--- src/hdl/ifetch_settings.svh ---
////////////////////////////////////////
// Build-time sizes for the fetch front end
// Included by the package and by every RTL
// file that sizes an array or a counter
////////////////////////////////////////

`ifndef IFETCH_SETTINGS_SVH
`define IFETCH_SETTINGS_SVH

// Hardware threads sharing the fetch pipeline
`define IFETCH_THREADS 4

// Direct-mapped instruction cache geometry
`define L1I_SETS 16
`define L1I_LINE_WORDS 4

// Start address of thread 0
`define RESET_PC 32'h0

// Thread n starts at RESET_PC + n * stride
`define THREAD_PC_STRIDE 32'h100

`endif

--- src/hdl/ifetch_pkg.sv ---
////////////////////////////////////////
// Shared types of the fetch front end
// Referenced with scoped names, never imported
////////////////////////////////////////

`include "ifetch_settings.svh"

package ifetch_pkg;

	// Address or instruction word
	typedef logic [31:0] scalar_t;

	// Thread number and one-bit-per-thread masks
	typedef logic [$clog2(`IFETCH_THREADS)-1:0] thread_idx_t;
	typedef logic [`IFETCH_THREADS-1:0] thread_bitmap_t;

	// Address split: tag | set | word | 2'b00
	typedef logic [$clog2(`L1I_SETS)-1:0] l1i_set_idx_t;
	typedef logic [$clog2(`L1I_LINE_WORDS)-1:0] l1i_word_idx_t;
	typedef logic [29-$clog2(`L1I_SETS)-$clog2(`L1I_LINE_WORDS):0] l1i_tag_t;

	// Line fill sequencer
	typedef enum logic [1:0]
	{
		fill_idle,
		fill_request,
		fill_finish
	} fill_state_t;

endpackage

--- src/hdl/l1i_fill_if.sv ---
////////////////////////////////////////
// Cache array write port of the fill machine
// fsm side drives, both pipeline stages listen
////////////////////////////////////////

`timescale 1ns/1ps

interface l1i_fill_if;

	// Tag write, also marks the line valid
	logic tag_update_en;
	ifetch_pkg::l1i_set_idx_t set;
	ifetch_pkg::l1i_tag_t tag;

	// One instruction word per beat, same set as above
	logic data_update_en;
	ifetch_pkg::l1i_word_idx_t word;
	ifetch_pkg::scalar_t data;

	modport fsm(output tag_update_en, set, tag, data_update_en, word, data);
	modport cache(input tag_update_en, set, tag, data_update_en, word, data);

endinterface

--- src/hdl/fill_beat_counter.sv ---
////////////////////////////////////////
// Word counter for one line fill
// Gives the beat offset, flags the final word
////////////////////////////////////////

`timescale 1ns/1ps
`include "ifetch_settings.svh"

module fill_beat_counter(
	input  logic                      clk,
	input  logic                      reset,
	input  logic                      start,
	input  logic                      advance,
	output ifetch_pkg::l1i_word_idx_t word,
	output logic                      last);

	always_ff @(posedge clk, posedge reset)
	begin
		if (reset)
			word <= '0;
		else if (start)
			word <= '0;
		else if (advance)
			word <= word + 1'b1;
	end

	assign last = word == ifetch_pkg::l1i_word_idx_t'(`L1I_LINE_WORDS - 1);

endmodule

--- src/hdl/ifetch_tag_stage.sv ---
////////////////////////////////////////
// Fetch stage 1: picks a thread round-robin,
// keeps all program counters and the wait mask,
// reads tag and valid at the selected set
////////////////////////////////////////

`timescale 1ns/1ps
`include "ifetch_settings.svh"

module ifetch_tag_stage(
	input  logic                       clk,
	input  logic                       reset,
	input  ifetch_pkg::thread_bitmap_t fetch_en,
	l1i_fill_if.cache                  fill,
	input  logic                       miss_en,
	input  ifetch_pkg::thread_idx_t    miss_thread,
	input  ifetch_pkg::thread_bitmap_t wake_bitmap,
	output logic                       fetch_valid,
	output ifetch_pkg::scalar_t        fetch_pc,
	output ifetch_pkg::thread_idx_t    fetch_thread,
	output ifetch_pkg::l1i_tag_t       line_tag,
	output logic                       line_valid);

	localparam int SET_SHIFT = 2 + $bits(ifetch_pkg::l1i_word_idx_t);

	ifetch_pkg::scalar_t pc[`IFETCH_THREADS];
	ifetch_pkg::l1i_tag_t tag_array[`L1I_SETS];
	logic [`L1I_SETS-1:0] valid_bits;
	ifetch_pkg::thread_bitmap_t wait_bits;
	ifetch_pkg::thread_bitmap_t busy_bits;
	ifetch_pkg::thread_bitmap_t request;
	ifetch_pkg::thread_bitmap_t miss_oh;
	ifetch_pkg::thread_idx_t last_grant;
	ifetch_pkg::thread_idx_t sel_thread;
	ifetch_pkg::scalar_t sel_pc;
	ifetch_pkg::l1i_set_idx_t sel_set;
	logic sel_found;
	logic fetch_go;
	logic fill_tag_hit;

	// Thread fetched last cycle sits out one cycle
	// so a miss report never finds two of its fetches in flight
	assign request = fetch_en & ~wait_bits & ~busy_bits;

	// Round-robin search, starting after the last grant
	always_comb
	begin
		ifetch_pkg::thread_idx_t cand;
		sel_found = 1'b0;
		sel_thread = last_grant;
		for (int i = 1; i <= `IFETCH_THREADS; i++)
		begin
			cand = ifetch_pkg::thread_idx_t'((int'(last_grant) + i) % `IFETCH_THREADS);
			if (!sel_found && request[cand])
			begin
				sel_found = 1'b1;
				sel_thread = cand;
			end
		end
	end

	assign miss_oh = miss_en ? ifetch_pkg::thread_bitmap_t'(1) << miss_thread : '0;

	// Thread being rewound this cycle gets no fetch
	assign fetch_go = sel_found && !(miss_en && miss_thread == sel_thread);

	assign sel_pc = pc[sel_thread];
	assign sel_set = ifetch_pkg::l1i_set_idx_t'(sel_pc >> SET_SHIFT);
	assign fill_tag_hit = fill.tag_update_en && fill.set == sel_set;

	always_ff @(posedge clk, posedge reset)
	begin
		if (reset)
		begin
			for (int t = 0; t < `IFETCH_THREADS; t++)
				pc[t] <= ifetch_pkg::scalar_t'(`RESET_PC + t * `THREAD_PC_STRIDE);
			valid_bits <= '0;
			wait_bits <= '0;
			busy_bits <= '0;
			last_grant <= '0;
			fetch_valid <= 1'b0;
		end
		else
		begin
			// Miss rewinds the one fetch that went past the missing word
			for (int t = 0; t < `IFETCH_THREADS; t++)
			begin
				if (miss_oh[t])
					pc[t] <= pc[t] - 32'd4;
				else if (fetch_go && sel_thread == ifetch_pkg::thread_idx_t'(t))
					pc[t] <= pc[t] + 32'd4;
			end
			wait_bits <= (wait_bits | miss_oh) & ~wake_bitmap;
			busy_bits <= fetch_go ? ifetch_pkg::thread_bitmap_t'(1) << sel_thread : '0;
			if (sel_found)
				last_grant <= sel_thread;
			fetch_valid <= fetch_go;

			// Line goes invalid on its first refill word, valid again with the tag
			if (fill.data_update_en)
				valid_bits[fill.set] <= 1'b0;
			if (fill.tag_update_en)
				valid_bits[fill.set] <= 1'b1;
		end
	end

	always_ff @(posedge clk)
	begin
		if (fill.tag_update_en)
			tag_array[fill.set] <= fill.tag;
		fetch_pc <= sel_pc;
		fetch_thread <= sel_thread;

		// Bypass a same-cycle write to the selected set
		line_tag <= fill_tag_hit ? fill.tag : tag_array[sel_set];
		if (fill_tag_hit)
			line_valid <= 1'b1;
		else if (fill.data_update_en && fill.set == sel_set)
			line_valid <= 1'b0;
		else
			line_valid <= valid_bits[sel_set];
	end

endmodule

--- src/hdl/ifetch_data_stage.sv ---
////////////////////////////////////////
// Fetch stage 2: tag compare and data read,
// registers either the instruction or a miss
////////////////////////////////////////

`timescale 1ns/1ps
`include "ifetch_settings.svh"

module ifetch_data_stage(
	input  logic                    clk,
	input  logic                    reset,
	l1i_fill_if.cache               fill,
	input  logic                    fetch_valid,
	input  ifetch_pkg::scalar_t     fetch_pc,
	input  ifetch_pkg::thread_idx_t fetch_thread,
	input  ifetch_pkg::l1i_tag_t    line_tag,
	input  logic                    line_valid,
	output logic                    instr_valid,
	output ifetch_pkg::scalar_t     instr,
	output ifetch_pkg::scalar_t     instr_pc,
	output ifetch_pkg::thread_idx_t instr_thread,
	output logic                    miss_en,
	output ifetch_pkg::thread_idx_t miss_thread,
	output ifetch_pkg::scalar_t     miss_addr);

	localparam int SET_SHIFT = 2 + $bits(ifetch_pkg::l1i_word_idx_t);
	localparam int TAG_SHIFT = SET_SHIFT + $bits(ifetch_pkg::l1i_set_idx_t);

	// Indexed by {set, word}
	ifetch_pkg::scalar_t data_array[`L1I_SETS * `L1I_LINE_WORDS];
	ifetch_pkg::l1i_set_idx_t pc_set;
	ifetch_pkg::l1i_word_idx_t pc_word;
	ifetch_pkg::l1i_tag_t pc_tag;
	logic hit;
	logic drop;

	assign pc_word = ifetch_pkg::l1i_word_idx_t'(fetch_pc >> 2);
	assign pc_set = ifetch_pkg::l1i_set_idx_t'(fetch_pc >> SET_SHIFT);
	assign pc_tag = ifetch_pkg::l1i_tag_t'(fetch_pc >> TAG_SHIFT);

	// Second term catches the tag write landing this very cycle
	assign hit = (line_valid && line_tag == pc_tag)
		|| (fill.tag_update_en && fill.set == pc_set && fill.tag == pc_tag);

	// Fetch of a thread that is being rewound right now is stale
	assign drop = miss_en && miss_thread == fetch_thread;

	always_ff @(posedge clk, posedge reset)
	begin
		if (reset)
		begin
			instr_valid <= 1'b0;
			miss_en <= 1'b0;
		end
		else
		begin
			instr_valid <= fetch_valid && hit && !drop;
			miss_en <= fetch_valid && !hit && !drop;
		end
	end

	always_ff @(posedge clk)
	begin
		if (fill.data_update_en)
			data_array[{fill.set, fill.word}] <= fill.data;
		instr <= data_array[{pc_set, pc_word}];
		instr_pc <= fetch_pc;
		instr_thread <= fetch_thread;
		miss_thread <= fetch_thread;
		miss_addr <= fetch_pc;
	end

endmodule

--- src/hdl/l1i_fill_fsm.sv ---
////////////////////////////////////////
// Miss queue and line fill over Wishbone classic
// One pending address per thread, lowest first;
// wakes every sleeper on the filled line
////////////////////////////////////////

`timescale 1ns/1ps
`include "ifetch_settings.svh"

module l1i_fill_fsm(
	input  logic                       clk,
	input  logic                       reset,
	input  logic                       miss_en,
	input  ifetch_pkg::thread_idx_t    miss_thread,
	input  ifetch_pkg::scalar_t        miss_addr,
	l1i_fill_if.fsm                    fill,
	output ifetch_pkg::thread_bitmap_t wake_bitmap,
	output logic                       wb_cyc,
	output logic                       wb_stb,
	output ifetch_pkg::scalar_t        wb_adr,
	input  ifetch_pkg::scalar_t        wb_rdata,
	input  logic                       wb_ack);

	localparam int LINE_SHIFT = 2 + $bits(ifetch_pkg::l1i_word_idx_t);
	localparam int TAG_SHIFT = LINE_SHIFT + $bits(ifetch_pkg::l1i_set_idx_t);

	ifetch_pkg::fill_state_t state;
	ifetch_pkg::thread_bitmap_t pending;
	ifetch_pkg::scalar_t pending_addr[`IFETCH_THREADS];
	ifetch_pkg::scalar_t fill_line;
	ifetch_pkg::thread_bitmap_t miss_oh;
	ifetch_pkg::thread_bitmap_t wake_next;
	ifetch_pkg::thread_idx_t pick;
	ifetch_pkg::l1i_word_idx_t beat_word;
	logic beat_last;
	logic start;
	logic beat_done;

	assign start = state == ifetch_pkg::fill_idle && |pending;
	assign beat_done = state == ifetch_pkg::fill_request && wb_cyc && wb_ack;

	fill_beat_counter beat_counter(
		.clk(clk),
		.reset(reset),
		.start(start),
		.advance(beat_done),
		.word(beat_word),
		.last(beat_last));

	// Lowest pending thread wins
	always_comb
	begin
		pick = '0;
		for (int t = `IFETCH_THREADS - 1; t >= 0; t--)
			if (pending[t])
				pick = ifetch_pkg::thread_idx_t'(t);
	end

	assign miss_oh = miss_en ? ifetch_pkg::thread_bitmap_t'(1) << miss_thread : '0;

	// Includes a miss on this line reported during the tag write
	always_comb
	begin
		wake_next = '0;
		if (state == ifetch_pkg::fill_finish)
			for (int t = 0; t < `IFETCH_THREADS; t++)
				wake_next[t] = (pending[t]
					&& (pending_addr[t] >> LINE_SHIFT) == (fill_line >> LINE_SHIFT))
					|| (miss_oh[t] && (miss_addr >> LINE_SHIFT) == (fill_line >> LINE_SHIFT));
	end

	// Single-word classic cycles, address steady while cyc is high
	assign wb_stb = wb_cyc;
	assign wb_adr = {fill_line[31:LINE_SHIFT], beat_word, 2'b00};

	assign fill.data_update_en = beat_done;
	assign fill.word = beat_word;
	assign fill.data = wb_rdata;
	assign fill.set = ifetch_pkg::l1i_set_idx_t'(fill_line >> LINE_SHIFT);
	assign fill.tag = ifetch_pkg::l1i_tag_t'(fill_line >> TAG_SHIFT);
	assign fill.tag_update_en = state == ifetch_pkg::fill_finish;

	always_ff @(posedge clk, posedge reset)
	begin
		if (reset)
		begin
			state <= ifetch_pkg::fill_idle;
			pending <= '0;
			wake_bitmap <= '0;
			wb_cyc <= 1'b0;
		end
		else
		begin
			pending <= (pending | miss_oh) & ~wake_next;
			wake_bitmap <= wake_next;
			case (state)
				ifetch_pkg::fill_idle:
				begin
					if (start)
					begin
						state <= ifetch_pkg::fill_request;
						wb_cyc <= 1'b1;
					end
				end
				ifetch_pkg::fill_request:
				begin
					// Drop for one cycle after every ack
					if (beat_done)
					begin
						wb_cyc <= 1'b0;
						if (beat_last)
							state <= ifetch_pkg::fill_finish;
					end
					else if (!wb_cyc)
						wb_cyc <= 1'b1;
				end
				ifetch_pkg::fill_finish:
					state <= ifetch_pkg::fill_idle;
				default:
					state <= ifetch_pkg::fill_idle;
			endcase
		end
	end

	always_ff @(posedge clk)
	begin
		if (miss_en)
			pending_addr[miss_thread] <= miss_addr;
		if (start)
			fill_line <= (pending_addr[pick] >> LINE_SHIFT) << LINE_SHIFT;
	end

endmodule

--- src/hdl/ifetch_unit.sv ---
////////////////////////////////////////
// Fetch front end top level
// Two pipeline stages, fill machine, WB port
////////////////////////////////////////

`timescale 1ns/1ps

module ifetch_unit(
	input  logic                       clk,
	input  logic                       reset,
	input  ifetch_pkg::thread_bitmap_t fetch_en,
	output logic                       instr_valid,
	output ifetch_pkg::scalar_t        instr,
	output ifetch_pkg::scalar_t        instr_pc,
	output ifetch_pkg::thread_idx_t    instr_thread,
	output logic                       wb_cyc,
	output logic                       wb_stb,
	output ifetch_pkg::scalar_t        wb_adr,
	input  ifetch_pkg::scalar_t        wb_rdata,
	input  logic                       wb_ack);

	logic fetch_valid;
	ifetch_pkg::scalar_t fetch_pc;
	ifetch_pkg::thread_idx_t fetch_thread;
	ifetch_pkg::l1i_tag_t line_tag;
	logic line_valid;

	// Miss report and wake pulse
	logic miss_en;
	ifetch_pkg::thread_idx_t miss_thread;
	ifetch_pkg::scalar_t miss_addr;
	ifetch_pkg::thread_bitmap_t wake_bitmap;

	l1i_fill_if fill_bus();

	ifetch_tag_stage tag_stage(
		.clk(clk), .reset(reset), .fetch_en(fetch_en), .fill(fill_bus.cache),
		.miss_en(miss_en), .miss_thread(miss_thread), .wake_bitmap(wake_bitmap),
		.fetch_valid(fetch_valid), .fetch_pc(fetch_pc), .fetch_thread(fetch_thread),
		.line_tag(line_tag), .line_valid(line_valid));

	ifetch_data_stage data_stage(
		.clk(clk), .reset(reset), .fill(fill_bus.cache),
		.fetch_valid(fetch_valid), .fetch_pc(fetch_pc), .fetch_thread(fetch_thread),
		.line_tag(line_tag), .line_valid(line_valid),
		.instr_valid(instr_valid), .instr(instr), .instr_pc(instr_pc),
		.instr_thread(instr_thread),
		.miss_en(miss_en), .miss_thread(miss_thread), .miss_addr(miss_addr));

	l1i_fill_fsm fill_fsm(
		.clk(clk), .reset(reset),
		.miss_en(miss_en), .miss_thread(miss_thread), .miss_addr(miss_addr),
		.fill(fill_bus.fsm), .wake_bitmap(wake_bitmap),
		.wb_cyc(wb_cyc), .wb_stb(wb_stb), .wb_adr(wb_adr),
		.wb_rdata(wb_rdata), .wb_ack(wb_ack));

endmodule

--- config.mk ---
export PLATFORM = sky130hd
export DESIGN_NAME = ifetch_unit
export DESIGN_NICKNAME = d
export VERILOG_FILES = /design/src/hdl/ifetch_pkg.sv /design/src/hdl/l1i_fill_if.sv /design/src/hdl/fill_beat_counter.sv /design/src/hdl/ifetch_tag_stage.sv /design/src/hdl/ifetch_data_stage.sv /design/src/hdl/l1i_fill_fsm.sv /design/src/hdl/ifetch_unit.sv
export VERILOG_INCLUDE_DIRS = /design/src /design/src/hdl
export SDC_FILE = /design/constraint.sdc
export NUM_CORES = 2
export LEC_CHECK = 0
export ABC_AREA = 0
export BUFFER_PORTS_ARGS = -buffer_cell sky130_fd_sc_hd__clkbuf_2
export CORE_UTILIZATION = 55
export CTS_CLUSTER_SIZE = 10
export DETAILED_ROUTE_END_ITERATION = 6
export GPL_ROUTABILITY_DRIVEN = 0
export PLACE_DENSITY = 0.74
export SLEW_MARGIN = 10
export SYNTH_ARGS = -nofsm -noshare
export SYNTH_HDL_FRONTEND = slang
export SYNTH_SLANG_ARGS = --single-unit
export TNS_END_PERCENT = 30
--- constraint.sdc ---
create_clock -name clk -period 6.5 [get_ports clk]
set_clock_uncertainty 0.2 [all_clocks]
set_input_delay 1.95 -clock clk [delete_from_list [all_inputs] [get_ports clk]]
set_output_delay 1.95 -clock clk [all_outputs]
set_load 0.005 [all_outputs]
# Yosys cells after proc, flatten, opt, wreduce, memory -nomap -nowiden
# Memories as Yosys holds them, arrays and structs flattened. A register that Yosys moved wholly into a read port is not among the register bits.
# Cells that the tools add are included.
[totals]
register_bits = 239
ram_bits = 2560
output_inout_bits = 101
in_bits = 39
mem_count = 3
[classes]
mux = 56
magnitude_cmp = 8
n_eq_ne = 20
n_bitwise = 14
shift = 2
n_reduce_logical = 53
n_addsub = 13
[mem_list]
columns = ["memory", "depth", "width", "read_ports", "rd_ports_with_merged_regs", "write_ports", "line", "text"]
rows = [
  ["data_stage.data_array", 64, 32, 1, 1, 1, "ifetch_data_stage.sv:30", "ifetch_pkg::scalar_t data_array[`L1I_SETS * `L1I_LINE_WORDS];"],
  ["tag_stage.tag_array", 16, 24, 1, 1, 1, "ifetch_tag_stage.sv:27", "ifetch_pkg::l1i_tag_t tag_array[`L1I_SETS];"],
  ["fill_fsm.pending_addr", 4, 32, 5, 1, 1, "l1i_fill_fsm.sv:29", "ifetch_pkg::scalar_t pending_addr[`IFETCH_THREADS];"],
]
[op_table]
columns = ["operator", "count"]
rows = [
  ["two-way mux 32 bit", 10],
  ["== test 28 bit", 5],
  ["adder 32 x 3 -> 32 bit (second input constant)", 4],
  ["subtractor 32 x 3 -> 32 bit (second input constant)", 4],
  ["binary-select mux 32 bit (select 2 bit)", 1],
  ["== test 24 bit", 2],
  ["two-way mux 16 bit", 2],
  ["logical AND 1 bit", 31],
  ["two-way mux 2 bit", 13],
  ["two-way mux 1 bit", 19],
  ["bitwise AND 16 bit", 1],
  ["bitwise AND 4 bit", 4],
  ["inverter 16 bit", 1],
  ["inverter 4 bit", 4],
  ["OR 16 bit", 1],
  ["less-than comparator 2 x 3 -> 1 bit (second input constant)", 4],
  ["two-way mux 4 bit", 3],
  ["nonzero test 2 bit", 6],
  ["less-than comparator 4 x 5 -> 1 bit (second input constant)", 2],
  ["binary-select mux 1 bit (select 2 bit)", 4],
  ["== test 2 bit (second input constant)", 4],
  ["== test 4 bit", 2],
  ["OR 4 bit", 2],
  ["left shift 1 x 2 -> 4 bit (first input constant)", 2],
  ["18 further kinds", 35],
]

# Depth between registers and ports, before layout
[logic_depth]
ltp_word = 22
mapped_depth = 15
mapped_depth_nobuf = 14

# By module
# Synthesis repeated with hierarchy kept, for this count alone.
[hier_totals]
cells_unflattened = 6037
hier_area_um2 = 114925.2
[by_module_without_submodules]
columns = ["mod", "area_each_um2", "seq_area_each_um2", "n_inst", "cells_each"]
rows = [
  ["ifetch_data_stage", 80189.4, 62870.3, 1, 3472],
  ["ifetch_tag_stage", 27084.7, 15875.2, 1, 2045],
  ["l1i_fill_fsm", 7558.5, 4479.3, 1, 512],
  ["fill_beat_counter", 92.6, 50.0, 1, 8],
]

# Worst setup path after synthesis
# No wires, ideal clock.
[synth_timing]
path_type = "register -> register"
start = "register data_stage.miss_thread[1]"
end = "register tag_stage.pc[59] (netlist name)"
setup_time_ns = 0.095
stages_incl_launch_ff = 14
n_path_buf = 0
t_arrival_ns = 5.381
path_slack_ns = 0.823
path_cell_list = "dfxtp_1 nand2_1 nor2_1 ha_1 a2111oi_0 o21ai_0 a21oi_1 a21oi_1 o21ai_0 a21oi_1 o211ai_1 a21boi_0 o21a_1 o31ai_1"
[synth_via]
elab_chain_cells = 6
elab_cells_between_ends = 9
cone_classes = "eq/ne: 1; shift: 1; mux: 2; reduce/logical: 5"
[synth_rtl]
columns = ["element", "line", "text"]
rows = [
  ["start: declaration", "ifetch_data_stage.sv:23", "output ifetch_pkg::thread_idx_t miss_thread,"],
  ["start signal: assignment", "ifetch_data_stage.sv:69", "miss_thread <= fetch_thread;"],
  ["== test 2 bit", "ifetch_tag_stage.sv:65", "assign fetch_go = sel_found && !(miss_en && miss_thread == sel_thread);"],
  ["logical AND 1 bit", "ifetch_tag_stage.sv:65", ""],
  ["zero test 1 bit", "ifetch_tag_stage.sv:65", ""],
  ["logical AND 1 bit", "ifetch_tag_stage.sv:65", ""],
  ["logical AND 1 bit", "ifetch_tag_stage.sv:90", "else if (fetch_go && sel_thread == ifetch_pkg::thread_idx_t'(t))"],
  ["nonzero test 2 bit (no line)", "n/a", ""],
  ["end signal: indexed assignment", "ifetch_tag_stage.sv:76", "pc[t] <= ifetch_pkg::scalar_t'(`RESET_PC + t * `THREAD_PC_STRIDE);"],
  ["end signal: indexed assignment", "ifetch_tag_stage.sv:89", "pc[t] <= pc[t] - 32'd4;"],
  ["end signal: indexed assignment", "ifetch_tag_stage.sv:91", "pc[t] <= pc[t] + 32'd4;"],
  ["end: declaration", "ifetch_tag_stage.sv:26", "ifetch_pkg::scalar_t pc[`IFETCH_THREADS];"],
]
# Several ways; a longest one is shown, not always the timed one.
# A chain may end at the register's enable or synchronous reset.

# Worst setup path after layout
[layout_timing]
start = "input fetch_en[1]"
end = "register tag_stage.pc[126] (netlist name)"
[layout_via]
elab_chain_cells = 20
elab_cells_between_ends = 31
cone_classes = "eq/ne: 1; mux: 16; bitwise: 2; reduce/logical: 12"
[layout_rtl]
columns = ["element", "line", "text"]
rows = [
  ["start: declaration", "ifetch_unit.sv:11", "input ifetch_pkg::thread_bitmap_t fetch_en,"],
  ["bitwise AND 4 bit (*) (2 in series)", "ifetch_tag_stage.sv:43", "assign request = fetch_en & ~wait_bits & ~busy_bits;"],
  ["binary-select mux 1 bit (select 2 bit)", "ifetch_tag_stage.sv:54", "if (!sel_found && request[cand])"],
  ["two-way mux 1 bit (not written as such)", "ifetch_tag_stage.sv:54", ""],
  ["two-way mux 1 bit", "ifetch_tag_stage.sv:54", ""],
  ["zero test 1 bit", "ifetch_tag_stage.sv:54", ""],
  ["logical AND 1 bit", "ifetch_tag_stage.sv:54", ""],
  ["two-way mux 1 bit", "ifetch_tag_stage.sv:54", ""],
  ["zero test 1 bit", "ifetch_tag_stage.sv:54", ""],
  ["[3 not listed]", "n/a", ""],
  ["logical AND 1 bit", "ifetch_tag_stage.sv:54", ""],
  ["two-way mux 2 bit", "ifetch_tag_stage.sv:54", ""],
  ["== test 2 bit", "ifetch_tag_stage.sv:65", ""],
  ["logical AND 1 bit", "ifetch_tag_stage.sv:65", ""],
  ["zero test 1 bit", "ifetch_tag_stage.sv:65", ""],
  ["logical AND 1 bit", "ifetch_tag_stage.sv:65", ""],
  ["logical AND 1 bit (*)", "ifetch_tag_stage.sv:90", ""],
  ["nonzero test 2 bit (no line) (*)", "n/a", ""],
]
# Mark *: on every way between the ends. The rest lies on a longest branch, timed or not. The select of a mux whose other input is x is not followed.

==> flow_summary_export.csv <==
group,metric,value,unit
status,status,"finished clean",
clock_network,ctsResizeCount,0,
clock_network,htreeDepth,5,
clock_network,root_buffer,"clkbuf_16",
synthesis,ys.flop_type,"edfxtp_1",
global_routing,grtUsageTotal,27.3,%
floorplanning,rows,166,
global_routing,grt_pass1_wl,410,mm
sta,hold_viol_final,0,
critical_path,worstPathMaxFanout,57,
critical_path,cp_slowest_cell,"o21ai_4",
drt,ant_nets,0,
cells_and_area,final_common_cell,"edfxtp_1",
sta,period_minus_slack,4.69,ns
synthesis,yosysSeqAreaShare,73.3,%
critical_path,cp.required,7.07,ns
critical_path,path_class,"input pin to flip-flop",
drt,vias,58500,
critical_path,crit_arrival,5.26,ns
clock_network,ctsLongestPathBuffers,4,
critical_path,crit_chain,"clkbuf_2, nor3b_1, a21oi_1, o21ai_4, inv_2, xnor2_1, nand2_1, o2111a_1, nor2_4, buf_4, nor4b_1, or3_1",
sta,slew-limit-headroom,21.5,%
global_routing,antenna_found_initial,6,
placement,dpl.hpwl,163,mm
clock_network,worstSkewPairLatency,0.96,ns
cells_and_area,syn_to_final_growth,12.6,%
cells_and_area,nets,6158,
sta,fmax,213,MHz
critical_path,cp_top_family,"simple AND/OR/NAND/NOR gates",
synthesis,yosys_warnings,0,
floorplanning,fp.dieH,456,um
sta,rsz0062_at_grt,"false",
drt,first_pass_iters,7,
floorplanning,core_area,205000,um^2
drt,drt-total-wl,283,mm
pwr,power_leakage,0.0417,uW
global_routing,grt_pass1_vias,58700,
pwr,power.density,443,nW/um^2
floorplanning,start_util,55.4,%
drt,viasPerCell,6.65,
sta,worst_slew_pin_slew,1.17,ns
critical_path,worstSetupStartpointType,"input pin",
sta,period_share,72.2,%
sta,setup_viol,0,
drt,drc,0,
synthesis,synth_edf_count,2572,
floorplanning,dieWidth,456,um
drt,drt_iter0_markers,7429,
sta,drv_slew,0,
clock_network,cts_setup_buffers,0,
global_routing,gr-total-overflow,0,
synthesis,synth_area_per_cell,20.3,um^2
floorplanning,die-area,208000,um^2
clock_network,postCtsHoldBufs,0,
clock_network,cts_tree,"done",
synthesis,postSynthCellCount,5603,
critical_path,cp-end-kind,"flip-flop",
critical_path,cp_num_buf_inv,3,
cells_and_area,fillCellCount,13400,
global_routing,grt_max_degree,163,
pwr,ir_drop,0.324,mV
placement,io_buffers,135,
cells_and_area,final_cell_mix,"edfxtp_1, mux4_2, clkbuf_16, nand2_1, buf_4",
hold_path,hp-class,"flip-flop to flip-flop",
synthesis,synthesis.area,114000,um^2
drt,routedWlPerCell,32.1,um
job,drv_cap,0,
clock_network,path_clk_slew,0.06,ns
clock_network,clock-sinks,2831,
cells_and_area,drive_gt1_share,26.7,%
synthesis,synthArstFlopShare,5.72,%
clock_network,cts_made_buffers,335,
synthesis,ys_ff_latch,2831,
pwr,p_total,56700,uW
critical_path,cpPeakStageDelay,0.49,ns
synthesis,yosysUniqueCellTypes,77,
sta,tns,0,ns
floorplanning,pin_count,140,
==> routing by layer <==
metal / share of wire, % / vias up / global-route usage, % / routed length [um]
li1: - / 23700 / - / -
met5: 0.015 / - / 0 / 41
met3: 10 / 520 / 5.20 / 29700
met4: 3.8 / 6 / 9.93 / 10600
met2: 47 / 3581 / 41.8 / 133000
met1: 39 / 30800 / 39.5 / 109000
==> path summary, 6_finish.rpt <==
| kind | startpoint | end | slack (ns) | cells past startpoint |
|---|---|---|---|---|
| min | tag_stage.fetch_thread[0] | data_stage.miss_thread[0] | 0.15 | 0 |
| min in group asynchronous | reset | tag_stage.pc[53] | 1.08 | 3 |
| max in group asynchronous | reset | tag_stage.pc[77] | 4.31 | 3 |
| max | fetch_en[1] | tag_stage.pc[126] | 1.81 | 12 |
| max reg2reg | tag_stage.fetch_pc[4] | data_stage.miss_en | 1.89 | 9 |
| min reg2reg | tag_stage.fetch_thread[0] | data_stage.miss_thread[0] | 0.15 | 0 |
==> sequential cells by signal (all words and copies together), names as in the netlist, 2 cells and up, named ones only <==
signal                      cells
fill_fsm.fill_line             28
fill_fsm.beat_counter.word      2
tag_stage.tag_array           384
fill_fsm.wake_bitmap            4
tag_stage.fetch_pc             30
tag_stage.last_grant            2
tag_stage.busy_bits             4
data_stage.instr               32
data_stage.data_array        2048
tag_stage.fetch_thread          2
tag_stage.valid_bits           15
data_stage.miss_thread          2
tag_stage.pc                  120
data_stage.miss_addr           30
fill_fsm.pending_addr         112
fill_fsm.state                  2
fill_fsm.pending                4
tag_stage.wait_bits             4
==> metrics by stage <==
step / hold WS (ns) / instances / utilization [%] / setup WS (ns) / cell area (um^2)
global route: 0.154 / 8805 / 62.4 / 1.54 / 128000
finish: 0.145 / 8808 / 62.4 / 1.81 / 128000
detailed placement: 0.157 / 8353 / 58.0 / 0.950 / 119000
global placement: 0.163 / 8353 / 58.0 / 1.04 / 119000
floorplan: 0.126 / 5606 / - / 0.823 / 114000
CTS: 0.152 / 8804 / 62.4 / 1.89 / 128000
==> power by group <==
part,switching (uW),internal [uW]
sequential,1820,21400
combinational,9400,7880
clock,6730,9410
total,17900,38700
==> cells in the mapped netlist, drive strengths merged, types with 5 or more instances <==
library cell	n	area (um^2)
nand3	31	155
xnor2	161	1410
o21bai	18	135
o31ai	11	82.6
nand2b	19	119
nand3b	9	67.6
nor2b	11	68.8
clkbuf	181	681
and2	6	37.5
o21ai	175	883
mux2i	10	100
nor3b	7	52.6
a31oi	41	257
nand2	282	1060
a21o	38	285
dfxtp	97	1940
inv	53	199
dfrtp	158	3950
mux2	9	101
o2111ai	5	43.8
buf	98	464
ha	113	1410
a21oi	118	591
nor3	26	130
nand4	35	219
or3	12	75.1
nor4	27	169
and3	35	219
a211oi	17	128
xor2	134	1170
edfxtp	2572	77200
a21boi	7	52.6
nor2	173	652
mux4	820	18500
o21a	20	150
o211ai	7	52.6
==> cell families after synthesis <==
family,count (synthesis),synth area share (%)
compound gates,496,2.65
mux,839,16.4
other cells,1,0.00330
xor+xnor,295,2.28
simple gates,691,2.80
fa+ha+maj,117,1.32
buf+inv,333,1.19
flops,2831,73.3
==> cell type report <==
cell class | count | area (um^2) | share of cell area [%]
antenna | 4 | 10.0 | 0.00783
sequential | 2831 | 83300 | 65.1
timing repair buffer | 338 | 2460 | 1.93
inverter | 54 | 206 | 0.161
clock buffer | 438 | 8890 | 6.95
tap | 2688 | 3360 | 2.63
clock inverter | 13 | 116 | 0.0910
multi-input combinational | 2442 | 29600 | 23.1
(Power assumes the default switching activity.)
